[src/logic/video_pkg.sv]
/*
 * Video input definitions
 * One cycle of the pixel stream and the default pixel and memory word widths
 */
package video_pkg;

    // Default widths, used by the top level as parameter defaults
    localparam int PIX_W_DEF  = 16;   // Bits per pixel
    localparam int AXI_DW_DEF = 64;   // Bits per memory word

    // One cycle of video input
    // frame_rst is a level, its falling edge marks a new frame
    typedef struct packed {
        logic                 frame_rst;
        logic                 frame_valid;   // Frame active
        logic                 line_valid;    // Line active
        logic [PIX_W_DEF-1:0] pix;
    } pix_beat_t;

endpackage

[src/logic/axi_wr_pkg.sv]
/*
 * AXI4 write channel definitions
 * Channel structs, the line burst request and the FSM state encodings
 */
package axi_wr_pkg;
    import video_pkg::*;

    localparam int AXI_AW = 32;   // Address width

    // Line burst request, controller to burst writer
    typedef struct packed {
        logic [AXI_AW-1:0] addr;
        logic [7:0]        len;      // Beats minus one
    } wr_req_t;

    // AW channel, master side
    typedef struct packed {
        logic [AXI_AW-1:0] awaddr;
        logic [7:0]        awlen;
        logic [2:0]        awsize;
        logic [1:0]        awburst;
        logic              awvalid;
    } aw_chan_t;

    // W channel, master side
    typedef struct packed {
        logic [AXI_DW_DEF-1:0]   wdata;
        logic [AXI_DW_DEF/8-1:0] wstrb;
        logic                    wlast;
        logic                    wvalid;
    } w_chan_t;

    typedef enum logic [1:0] {ST_IDLE, ST_WAIT_LINE, ST_REQ, ST_BUSY} line_state_e;
    typedef enum logic [1:0] {BW_IDLE, BW_ADDR, BW_DATA, BW_RESP} burst_state_e;

endpackage

[src/logic/pixel_packer.sv]
/*
 * Pixel packer
 * Collects AXI_DW/PIX_W consecutive pixels of a line into one memory word,
 * first pixel in the low bits, and pushes the word one cycle later
 */
`timescale 1ns/1ps

module pixel_packer
    import video_pkg::*;
#(
    parameter int PIX_W  = PIX_W_DEF,
    parameter int AXI_DW = AXI_DW_DEF
) (
    input  logic              i_clk_axi,
    input  logic              i_rst_axi,
    input  pix_beat_t         i_vid,
    output logic              o_push,
    output logic [AXI_DW-1:0] o_word
);
    localparam int PACK  = AXI_DW / PIX_W;
    localparam int SEL_W = (PACK > 1) ? $clog2(PACK) : 1;

    logic [PIX_W-1:0] pix;
    logic             pix_ok;
    logic             grp_end;
    logic [SEL_W-1:0] grp_cnt;   // Position inside the current group

    assign pix     = i_vid.pix;
    assign pix_ok  = i_vid.frame_valid && i_vid.line_valid && !i_vid.frame_rst;
    assign grp_end = pix_ok && (grp_cnt == SEL_W'(PACK - 1));

    always_ff @(posedge i_clk_axi) begin
        if (i_rst_axi) begin
            grp_cnt <= '0;
            o_push  <= 1'b0;
        end else begin
            o_push <= grp_end;   // Word is complete on the next cycle
            if (!pix_ok || grp_end) begin
                grp_cnt <= '0;
            end else begin
                grp_cnt <= grp_cnt + 1'b1;
            end
        end
    end

    // Shift in from the top so the oldest pixel ends up in the low bits
    always_ff @(posedge i_clk_axi) begin
        if (!pix_ok) begin
            o_word <= '0;
        end else begin
            o_word <= {pix, o_word[AXI_DW-1:PIX_W]};
        end
    end

endmodule

[src/logic/line_fifo.sv]
/*
 * Line FIFO
 * Synchronous show-ahead buffer of memory words with an occupancy count
 */
`timescale 1ns/1ps

module line_fifo #(
    parameter int AXI_DW     = 64,
    parameter int FIFO_WORDS = 64,
    parameter int CNT_W      = $clog2(FIFO_WORDS + 1)
) (
    input  logic              i_clk_axi,
    input  logic              i_rst_axi,
    input  logic              i_flush,
    input  logic              i_push,
    input  logic [AXI_DW-1:0] i_word,
    input  logic              i_pop,
    output logic [AXI_DW-1:0] o_head,
    output logic [CNT_W-1:0]  o_count
);
    localparam int PTR_W = (FIFO_WORDS > 1) ? $clog2(FIFO_WORDS) : 1;

    logic [AXI_DW-1:0] mem [FIFO_WORDS];
    logic [PTR_W-1:0]  wr_ptr;
    logic [PTR_W-1:0]  rd_ptr;
    logic              full;
    logic              empty;
    logic              do_push;
    logic              do_pop;

    assign full    = (o_count == CNT_W'(FIFO_WORDS));
    assign empty   = (o_count == '0);
    assign do_push = i_push && !full;
    assign do_pop  = i_pop && !empty;
    assign o_head  = mem[rd_ptr];   // Show-ahead

    always_ff @(posedge i_clk_axi) begin
        if (do_push && !i_flush) begin
            mem[wr_ptr] <= i_word;
        end
    end

    always_ff @(posedge i_clk_axi) begin
        if (i_rst_axi || i_flush) begin
            wr_ptr  <= '0;
            rd_ptr  <= '0;
            o_count <= '0;
        end else begin
            if (do_push) begin
                wr_ptr <= (wr_ptr == PTR_W'(FIFO_WORDS - 1)) ? '0 : wr_ptr + 1'b1;
            end
            if (do_pop) begin
                rd_ptr <= (rd_ptr == PTR_W'(FIFO_WORDS - 1)) ? '0 : rd_ptr + 1'b1;
            end
            case ({do_push, do_pop})
                2'b10:   o_count <= o_count + 1'b1;
                2'b01:   o_count <= o_count - 1'b1;
                default: o_count <= o_count;
            endcase
        end
    end

    // Pixels have no back-pressure, an overflow loses a word
    a_no_overflow: assert property (@(posedge i_clk_axi) disable iff (i_rst_axi || i_flush)
        i_push |-> !full) else $error("line FIFO overflow");
    a_no_underflow: assert property (@(posedge i_clk_axi) disable iff (i_rst_axi || i_flush)
        i_pop |-> !empty) else $error("line FIFO underflow");

endmodule

[src/logic/line_write_ctrl.sv]
/*
 * Line write controller
 * Waits for a full line in the FIFO, requests one burst per line and
 * steps the line address by the stride, reloading it on each new frame
 */
`timescale 1ns/1ps

module line_write_ctrl
    import axi_wr_pkg::*;
#(
    parameter int PIX_W      = 16,
    parameter int AXI_DW     = 64,
    parameter int XSIZE      = 64,
    parameter int XSTRIDE    = 80,
    parameter int FIFO_WORDS = 64,
    parameter int CNT_W      = $clog2(FIFO_WORDS + 1)
) (
    input  logic              i_clk_axi,
    input  logic              i_rst_axi,
    input  logic              i_frame_rst,
    input  logic [AXI_AW-1:0] i_base_addr,
    input  logic [CNT_W-1:0]  i_count,
    input  logic              i_done,
    output logic              o_start,
    output wr_req_t           o_req
);
    localparam int LINE_BEATS = XSIZE * PIX_W / AXI_DW;
    localparam int ADDR_INC   = XSTRIDE * PIX_W / 8;   // Bytes between line starts

    line_state_e       state;
    line_state_e       state_n;
    logic [AXI_AW-1:0] base_q;
    logic [AXI_AW-1:0] line_addr;
    logic              frame_rst_q;
    logic              frame_fall;
    logic              fall_pend;   // New frame seen during a burst
    logic              line_ready;

    // ************************************************************************
    // Frame reset edge and base address
    // ************************************************************************
    always_ff @(posedge i_clk_axi) begin
        base_q <= i_base_addr;
    end

    always_ff @(posedge i_clk_axi) begin
        if (i_rst_axi) begin
            frame_rst_q <= 1'b0;
        end else begin
            frame_rst_q <= i_frame_rst;
        end
    end

    assign frame_fall = frame_rst_q && !i_frame_rst;
    assign line_ready = (i_count >= CNT_W'(LINE_BEATS));

    // ************************************************************************
    // Line FSM
    // ************************************************************************
    always_comb begin
        state_n = state;
        case (state)
            ST_IDLE: begin
                if (frame_fall) state_n = ST_WAIT_LINE;   // First frame start
            end
            ST_WAIT_LINE: begin
                if (!frame_fall && line_ready) state_n = ST_REQ;
            end
            ST_REQ: begin
                state_n = frame_fall ? ST_WAIT_LINE : ST_BUSY;
            end
            ST_BUSY: begin
                if (i_done) state_n = ST_WAIT_LINE;
            end
            default: state_n = ST_IDLE;
        endcase
    end

    always_ff @(posedge i_clk_axi) begin
        if (i_rst_axi) begin
            state     <= ST_IDLE;
            fall_pend <= 1'b0;
        end else begin
            state <= state_n;
            if (state == ST_BUSY && i_done) begin
                fall_pend <= 1'b0;
            end else if (state == ST_BUSY && frame_fall) begin
                fall_pend <= 1'b1;
            end
        end
    end

    // Reload on a new frame, step after each finished line
    always_ff @(posedge i_clk_axi) begin
        if (state == ST_BUSY) begin
            if (i_done) begin
                line_addr <= (fall_pend || frame_fall) ? base_q : line_addr + AXI_AW'(ADDR_INC);
            end
        end else if (frame_fall) begin
            line_addr <= base_q;
        end
    end

    assign o_start   = (state == ST_REQ) && !frame_fall;   // Dropped if a frame restarts
    assign o_req.addr = line_addr;
    assign o_req.len  = 8'(LINE_BEATS - 1);

    a_line_fits: assert property (@(posedge i_clk_axi)
        LINE_BEATS inside {[1:256]}) else $error("line needs %0d beats", LINE_BEATS);
    a_done_when_busy: assert property (@(posedge i_clk_axi) disable iff (i_rst_axi)
        i_done |-> state == ST_BUSY) else $error("burst done without an open request");

endmodule

[src/logic/axi_burst_writer.sv]
/*
 * AXI4 burst writer
 * Issues one incrementing write burst per request, streaming the beats
 * straight from the FIFO head, and pulses done after the write response
 */
`timescale 1ns/1ps

module axi_burst_writer
    import axi_wr_pkg::*;
#(
    parameter int AXI_DW     = 64,
    parameter int FIFO_WORDS = 64,
    parameter int CNT_W      = $clog2(FIFO_WORDS + 1)
) (
    input  logic              i_clk_axi,
    input  logic              i_rst_axi,
    input  logic              i_start,
    input  wr_req_t           i_req,
    input  logic [AXI_DW-1:0] i_head,
    input  logic [CNT_W-1:0]  i_count,
    output logic              o_pop,
    output aw_chan_t          o_aw,
    input  logic              i_awready,
    output w_chan_t           o_w,
    input  logic              i_wready,
    output logic              o_bready,
    input  logic              i_bvalid,
    output logic              o_done
);
    localparam logic [2:0] AW_SIZE    = 3'($clog2(AXI_DW / 8));
    localparam logic [1:0] BURST_INCR = 2'b01;

    burst_state_e      state;
    logic [AXI_AW-1:0] addr_q;
    logic [7:0]        len_q;
    logic [7:0]        beat_cnt;
    logic              awvalid_q;
    logic              wvalid;
    logic              wlast;

    assign wvalid   = (state == BW_DATA) && (i_count != '0);
    assign wlast    = (beat_cnt == len_q);
    assign o_pop    = wvalid && i_wready;   // One pop per W transfer
    assign o_bready = (state == BW_RESP);

    always_ff @(posedge i_clk_axi) begin
        if (i_rst_axi) begin
            state     <= BW_IDLE;
            awvalid_q <= 1'b0;
            beat_cnt  <= '0;
            o_done    <= 1'b0;
        end else begin
            o_done <= 1'b0;
            case (state)
                BW_IDLE: begin
                    if (i_start) begin
                        awvalid_q <= 1'b1;
                        state     <= BW_ADDR;
                    end
                end
                BW_ADDR: begin
                    if (i_awready) begin
                        awvalid_q <= 1'b0;
                        beat_cnt  <= '0;
                        state     <= BW_DATA;
                    end
                end
                BW_DATA: begin
                    if (o_pop) begin
                        beat_cnt <= beat_cnt + 1'b1;
                        if (wlast) state <= BW_RESP;
                    end
                end
                BW_RESP: begin
                    if (i_bvalid) begin
                        o_done <= 1'b1;
                        state  <= BW_IDLE;
                    end
                end
                default: state <= BW_IDLE;
            endcase
        end
    end

    // Request captured once per burst
    always_ff @(posedge i_clk_axi) begin
        if (state == BW_IDLE && i_start) begin
            addr_q <= i_req.addr;
            len_q  <= i_req.len;
        end
    end

    always_comb begin
        o_aw.awaddr  = addr_q;
        o_aw.awlen   = len_q;
        o_aw.awsize  = AW_SIZE;
        o_aw.awburst = BURST_INCR;
        o_aw.awvalid = awvalid_q;
        o_w.wdata    = i_head;
        o_w.wstrb    = '1;   // Full words only
        o_w.wlast    = wlast;
        o_w.wvalid   = wvalid;
    end

    a_aw_stable: assert property (@(posedge i_clk_axi) disable iff (i_rst_axi)
        o_aw.awvalid && !i_awready |=> $stable(o_aw)) else $error("AW changed while stalled");

endmodule

[src/logic/video_wr_dma.sv]
/*
 * Video frame-buffer writer
 * Packs the pixel stream into memory words and writes each line to memory
 * as one AXI4 burst at a line address that advances by the stride
 */
`timescale 1ns/1ps

module video_wr_dma
    import video_pkg::*;
    import axi_wr_pkg::*;
#(
    parameter int PIX_W      = PIX_W_DEF,
    parameter int AXI_DW     = AXI_DW_DEF,
    parameter int XSIZE      = 64,     // Pixels per line
    parameter int XSTRIDE    = 80,     // Pixels between line starts
    parameter int FIFO_WORDS = 64
) (
    input  logic              i_clk_axi,
    input  logic              i_rst_axi,
    input  pix_beat_t         i_vid,
    input  logic [AXI_AW-1:0] i_base_addr,
    output aw_chan_t          o_aw,
    input  logic              i_awready,
    output w_chan_t           o_w,
    input  logic              i_wready,
    output logic              o_bready,
    input  logic              i_bvalid
);
    localparam int CNT_W = $clog2(FIFO_WORDS + 1);

    logic              push;
    logic [AXI_DW-1:0] word;
    logic              pop;
    logic [AXI_DW-1:0] head;
    logic [CNT_W-1:0]  count;
    logic              start;
    logic              done;
    wr_req_t           req;

    pixel_packer #(.PIX_W(PIX_W), .AXI_DW(AXI_DW)) u_pixel_packer (
        .i_clk_axi (i_clk_axi),
        .i_rst_axi (i_rst_axi),
        .i_vid     (i_vid),
        .o_push    (push),
        .o_word    (word)
    );

    line_fifo #(.AXI_DW(AXI_DW), .FIFO_WORDS(FIFO_WORDS), .CNT_W(CNT_W)) u_line_fifo (
        .i_clk_axi (i_clk_axi),
        .i_rst_axi (i_rst_axi),
        .i_flush   (i_vid.frame_rst),   // Drop partial data of the old frame
        .i_push    (push),
        .i_word    (word),
        .i_pop     (pop),
        .o_head    (head),
        .o_count   (count)
    );

    line_write_ctrl #(
        .PIX_W      (PIX_W),
        .AXI_DW     (AXI_DW),
        .XSIZE      (XSIZE),
        .XSTRIDE    (XSTRIDE),
        .FIFO_WORDS (FIFO_WORDS),
        .CNT_W      (CNT_W)
    ) u_line_write_ctrl (
        .i_clk_axi   (i_clk_axi),
        .i_rst_axi   (i_rst_axi),
        .i_frame_rst (i_vid.frame_rst),
        .i_base_addr (i_base_addr),
        .i_count     (count),
        .i_done      (done),
        .o_start     (start),
        .o_req       (req)
    );

    axi_burst_writer #(.AXI_DW(AXI_DW), .FIFO_WORDS(FIFO_WORDS), .CNT_W(CNT_W)) u_burst_writer (
        .i_clk_axi (i_clk_axi),
        .i_rst_axi (i_rst_axi),
        .i_start   (start),
        .i_req     (req),
        .i_head    (head),
        .i_count   (count),
        .o_pop     (pop),
        .o_aw      (o_aw),
        .i_awready (i_awready),
        .o_w       (o_w),
        .i_wready  (i_wready),
        .o_bready  (o_bready),
        .i_bvalid  (i_bvalid),
        .o_done    (done)
    );

endmodule

[config.mk]
export PLATFORM = sky130hd
export DESIGN_NAME = video_wr_dma
export DESIGN_NICKNAME = d
export VERILOG_FILES = /design/src/logic/video_pkg.sv /design/src/logic/axi_wr_pkg.sv /design/src/logic/pixel_packer.sv /design/src/logic/line_fifo.sv /design/src/logic/line_write_ctrl.sv /design/src/logic/axi_burst_writer.sv /design/src/logic/video_wr_dma.sv
export SDC_FILE = /design/constraint.sdc
export NUM_CORES = 2
export LEC_CHECK = 0
export BUFFER_PORTS_ARGS = -buffer_cell sky130_fd_sc_hd__buf_2
export CAP_MARGIN = 20
export CORE_AREA = 10 10 587 589
export DETAILED_ROUTE_END_ITERATION = 6
export DIE_AREA = 0 0 597 599
export HOLD_SLACK_MARGIN = 0.12
export SYNTH_ARGS = -nofsm -noshare
export SYNTH_HDL_FRONTEND = slang
export SYNTH_SLANG_ARGS = --single-unit
[constraint.sdc]
create_clock -name i_clk_axi -period 4.9 [get_ports i_clk_axi]
set_input_delay 0.245 -clock i_clk_axi [delete_from_list [all_inputs] [get_ports i_clk_axi]]
set_output_delay 0.245 -clock i_clk_axi [all_outputs]
set_load 0.05 [all_outputs]
; ---- Yosys cells after proc, flatten, opt, wreduce, memory -nomap -nowiden
; Memory sizes are Yosys's and may differ from the RTL's. A register that Yosys moved wholly into a read port is not among the register bits.
; Index checks and enable logic that the tools add are counted.
[word_totals]
reg_bits = 198
ram_bits = 4096
input_bits = 56
output_inout_bits = 121
mem_count = 1
[memory_table]
columns = memory, depth, width, rd, rd_clocked_by_memory_dff, write_ports, line
row1 = u_line_fifo.mem, 64, 64, 1, 1, 1, line_fifo.sv:23  ; logic [AXI_DW-1:0] mem [FIFO_WORDS];
[op_classes]
n_addsub = 7
magnitude_cmp = 1
n_eq_ne = 21
muxes = 29
n_bitwise = 1
n_reduce_logical = 38
[op_table]
columns = op, count
row1 = 32-bit 2-to-1 mux, 4
row2 = 32-bit by 8-bit adder with 32-bit output (second input constant), 1
row3 = 6-bit 2-to-1 mux, 4
row4 = 2-bit 2-to-1 mux, 9
row5 = 8-bit 2-to-1 mux, 2
row6 = 2-bit one-hot mux with 4 select lines, 2
row7 = 8-bit one-hot mux with 2 select lines, 1
row8 = 1-bit logical AND, 14
row9 = 7-bit one-hot mux with 2 select lines, 1
row10 = 6-bit by 1-bit adder with 6-bit output (second input constant), 2
row11 = 2-bit == test (second input constant), 6
row12 = 6-bit == test (second input constant), 2
row13 = 2-bit by 1-bit != test with 1-bit output (second input constant), 6
row14 = 3-bit AND reduction, 3
row15 = 8-bit by 1-bit adder with 8-bit output (second input constant), 1
row16 = 8-bit by 4-bit == test with 1-bit output (second input constant), 1
row17 = 2-bit nonzero test, 4
row18 = 7-bit by 1-bit adder with 7-bit output (second input constant), 1
row19 = 7-bit == test (second input constant), 1
row20 = 7-bit by 5-bit >= comparator with 1-bit output (second input constant), 1
row21 = 7-bit logical NOT, 1
row22 = 7-bit nonzero test, 1
row23 = 7-bit by 1-bit subtractor with 7-bit output (second input constant), 1
row24 = 2-bit by 1-bit == test with 1-bit output (second input constant), 3
row25 = other kinds (11), 25

; ---- Logic depth before layout (Yosys ltp)
[depth]
ltp_word = 6
depth_mapped = 13

; ---- Cells and area by module
; Synthesis repeated with hierarchy kept, for this count alone.
[hier_totals]
cells_unflattened = 7217
area_unflattened_um2 = 163379.2
[modules_own_cells]
columns = module, n_inst, cells_per_inst, area_each_um2
row1 = line_fifo, 1, 6602, 155972.1
row2 = line_write_ctrl, 1, 249, 2790.2
row3 = axi_burst_writer, 1, 221, 2642.5
row4 = pixel_packer, 1, 145, 1974.4

; ---- Worst setup path after synthesis
; No wires, ideal clock.
[synth_timing]
kind = reg-to-reg
start = register u_line_fifo.o_count[0]
end = memory u_line_fifo.mem[63][0] (enable)
setup_time_ps = 487
t_arrival_ps = 3946
required_time_ps = 4413
path_slack_ps = 468
stages_incl_launch_ff = 6
n_path_buf = 0
period_less_slack_ps = 4432
path_cell_list = dfxtp_1 or4_4 o31ai_1 nor3b_1 nand3_1 nor2_1
[synth_between]
elab_chain_len = 6
[synth_rtl]
columns = element, line
row1 = start: declaration, line_fifo.sv:19  ; output logic [CNT_W-1:0] o_count
row2 = start signal: assignment, line_fifo.sv:56  ; 2'b10: o_count <= o_count + 1'b1;
row3 = start signal: assignment, line_fifo.sv:57  ; 2'b01: o_count <= o_count - 1'b1;
row4 = start signal: assignment, line_fifo.sv:58  ; default: o_count <= o_count;
row5 = 7-bit == test, line_fifo.sv:31  ; assign full = (o_count == CNT_W'(FIFO_WORDS));
row6 = 1-bit logical NOT, line_fifo.sv:33  ; assign do_push = i_push && !full;
row7 = 1-bit logical AND, line_fifo.sv:33
row8 = 1-bit logical AND, line_fifo.sv:38  ; if (do_push && !i_flush) begin
row9 = 1-bit 2-to-1 mux, line_fifo.sv:38
row10 = 1-bit 2-to-1 mux (not written as such), line_fifo.sv:39  ; mem[wr_ptr] <= i_word;
row11 = end: declaration, line_fifo.sv:23
; Every way passes these cells.

==> flow_summary.toml <==
[outcome]
status = "finished, final reports clean"

[route]
dr.pass1.iters = 6
wl_per_cell_um = 36.6
antenna_left = 0
via_per_inst = 6.45
drc = 0
first_iter_violations = 10566
vias = 81145
routed_wl_um = 460000

[timing]
setup_viol = 0
min_period_ns = 4.87
whs_ns = 0.260
worst_pin_slew_ns = 1.23
drv_slew = 0
fmax_mhz = 205
hold_violations = 0
setup_tns_ns = 0
post-route-period-util_pct = 99.4
fin_skew_ns = 0.0346
slew_headroom_pct = 17.8
rsz0062_at_grt = "false"

[global_routing]
gr-usage-all-layers_pct = 25.3
gr-total-overflow = 0
grt_max_degree = 93
grt_pass1_wl_um = 642000
grt_pass1_vias = 81703
grt_antenna_before_repair = 22

[clock_tree]
path_clk_slew_ns = 0.06
cts_tree = "yes"
cts.sinks = 4300
htree_levels = 5
cts.path.max_buffers = 4
clock-root-buffer = "clkbuf_16"
cts_made_buffers = 432
clk_latency_ns = 0.98

[synth]
synth-edff-count = 4160
synth-async-reset-ratio_pct = 0
yosysUniqueCellTypes = 64
synthDominantCellAreaShare_pct = 77.0
netlist_instances = 7119
synth_area_um2 = 162000
syn_area_per_cell_um2 = 22.8
ys_seq_area_share_pct = 78.8
yosys_warnings = 0
synth_flop_cell = "edfxtp_1"
ys_seq_elements = 4300
synth_area_leader_cell = "edfxtp_1"
yosys-top-cells-area = "edfxtp_1 77%, mux4_2 14%, dfxtp_1 1.7%"

[critical_path]
required_ns = 4.66
timing.reg2reg.setup_slack_ns = 0.88
critPathCaptureType = "output pin"
slowest_delay_ns = 0.87
path_max_fanout = 31
arrival_ns = 4.63
cp_common_cell = "a21oi_1"
critPathSlowestCell = "dfxtp_1"
crit_type = "flip-flop to output pin"
worstPathCellList = "nand2b_4 > o221ai_1 > a21oi_1 > a21oi_1 > a221oi_1 > buf_2"
cp-start-kind = "flip-flop"

[power]
powerDensity_nw_per_um2 = 390
ir_drop_uv = 335
p_leak_nw = 59.3
total_power_mw = 72.9

[finish]
final_common_cell = "edfxtp_1"
layout.nets = 7892
drive_above_1_share_pct = 28.8
fill_cells = 24466
area_delta_synth_final_pct = 15.3
final_cell_mix = "4160 x edfxtp_1, 1024 x mux4_2, 440 x clkbuf_16, 266 x buf_4, 214 x a21oi_1"

[floorplanning]
pin_count = 177
die_x_um = 597
core_um2 = 333000
die_y_um = 599
dieArea_um2 = 358000
rows = 212
initial_core_util_pct = 48.7

[placement]
io_buffers = 155
place_hpwl_um = 245000
gp_congestion = 0.781

[hold_path]
hp-class = "input pin to flip-flop"

[job]
max_cap_viol_count = 0
[kinds of logic (layout without fill, tap and decap cells)]
logic type	count (synthesis)	in the layout	synth area share, %
AOI/OAI and AO/OA	739	739	3.16
xor gates and xnor gates	28	28	0.151
adders and majority gates	22	22	0.174
buffers and inverters	441	1489	1.33
DFF	4300	4300	78.8
muxes	1163	1163	15.1
other	2	35	0.00463
and+or+nand+nor	424	424	1.32
[cells in the mapped netlist, types with 3 or more instances]
cell type  instances
o21ai_0           76
or2_2              8
nor2_1           143
edfxtp_1        4160
buf_6             15
clkbuf_1         180
nand4_1            5
nand3b_1          10
a21o_1             3
inv_1             17
a31oi_1            7
or3_1              6
o221ai_1          85
and3_1            15
or3b_2             5
mux2i_1          138
nand2b_1          12
buf_1             36
a221oi_1         130
o211a_1           18
nand2_1           67
a211oi_1          12
xnor2_1           15
nor2b_1           26
a21oi_1          215
nor3_1            12
or4_1              3
ha_1              21
buf_2            130
a211o_1            4
xor2_1            13
nor4b_1            3
nand3_1           19
a22o_1            78
o21a_1             3
nor3b_1            4
and2_1            74
dfxtp_1          140
o21ai_1            9
buf_4             62
mux4_2          1024
nor4_1             6
o22ai_1           85
[through the flow]
step | utilization, % | area (µm²) | cells | setup WS (ns)
final | 56.2 | 187000 | 12587 | 0.0283
after global placement | 51.4 | 171000 | 11613 | 0.691
after CTS | 56.0 | 186000 | 12543 | 0.0934
after floorplan | - | 162000 | 7138 | 0.468
after detailed placement | 51.4 | 171000 | 11625 | 0.720
after global routing | 56.2 | 187000 | 12575 | 0.0348
[per-layer routing]
| layer | up-vias | track usage [%] | routed length (µm) |
|---|---|---|---|
| li1 | 31853 | - | - |
| met1 | 44150 | 35.8 | 182000 |
| met2 | 4329 | 40.3 | 219000 |
| met3 | 809 | 4.73 | 43300 |
| met4 | 4 | 8.10 | 16200 |
| met5 | - | 0 | 28 |
[worst max-delay path, delay by kind of cell, from the launching register on]
kind / cells / cell delay [ns]
DFF: 1 / 0.87
buffers and inverters: 1 / 0.39
AOI/OAI and AO/OA: 4 / 1.53
and+or+nand+nor: 1 / 0.85
[timing repair]
item                                    in CTS  in global routing
resized for setup                            4                  0
hold buffers                               111                  0
setup buffers                                1                  0
hold endpoints to repair                    85                  0
endpoints found under the setup margin       5                  0
[final cells by class]
class | instances | area (µm²) | area share (%)
Timing Repair Buffer | 665 | 6580 | 3.52
Inverter | 18 | 67.6 | 0.0361
Antenna cell | 14 | 35.0 | 0.0187
Multi-Input combinational cell | 2397 | 32900 | 17.6
Clock inverter | 219 | 2060 | 1.10
Clock buffer | 587 | 11900 | 6.39
Tap cell | 4387 | 5490 | 2.94
Sequential cell | 4300 | 128000 | 68.4
[final timing paths]
path	start	endpoint	cells after the start
worst max-delay path	flip-flop	o_w[41]	6
worst min-delay path	i_rst_axi	u_burst_writer.beat_cnt[1]	3
worst max register to register	u_line_fifo.o_count[0]	u_line_fifo.mem[59][32]	7
worst min register to register	u_line_write_ctrl.line_addr[3]	u_burst_writer.addr_q[3]	0
[registers in the layout, indices dropped and copies added (netlist names), named ones only]
register and flops:
u_burst_writer.o_done 1, u_burst_writer.beat_cnt 8, u_line_write_ctrl.state 2, u_line_fifo.wr_ptr 6
u_burst_writer.addr_q 32, u_burst_writer.state 2, u_line_write_ctrl.frame_rst_q 1, u_line_fifo.mem 4096
u_line_write_ctrl.base_q 32, u_pixel_packer.o_push 1, u_pixel_packer.o_word 64, u_burst_writer.awvalid_q 1
u_line_fifo.rd_ptr 6, u_line_write_ctrl.fall_pend 1, u_line_write_ctrl.line_addr 32, u_pixel_packer.grp_cnt 2
u_line_fifo.o_count 7
[report_power, final]
part	internal, mW	leakage (nW)	switching, mW
sequential	39.8	40.4	0.0339
combinational	0.147	12.1	0.237
clock	18.8	6.87	13.9
total	58.7	59.3	14.2
Note: power is estimated with default switching activity, not from simulation.
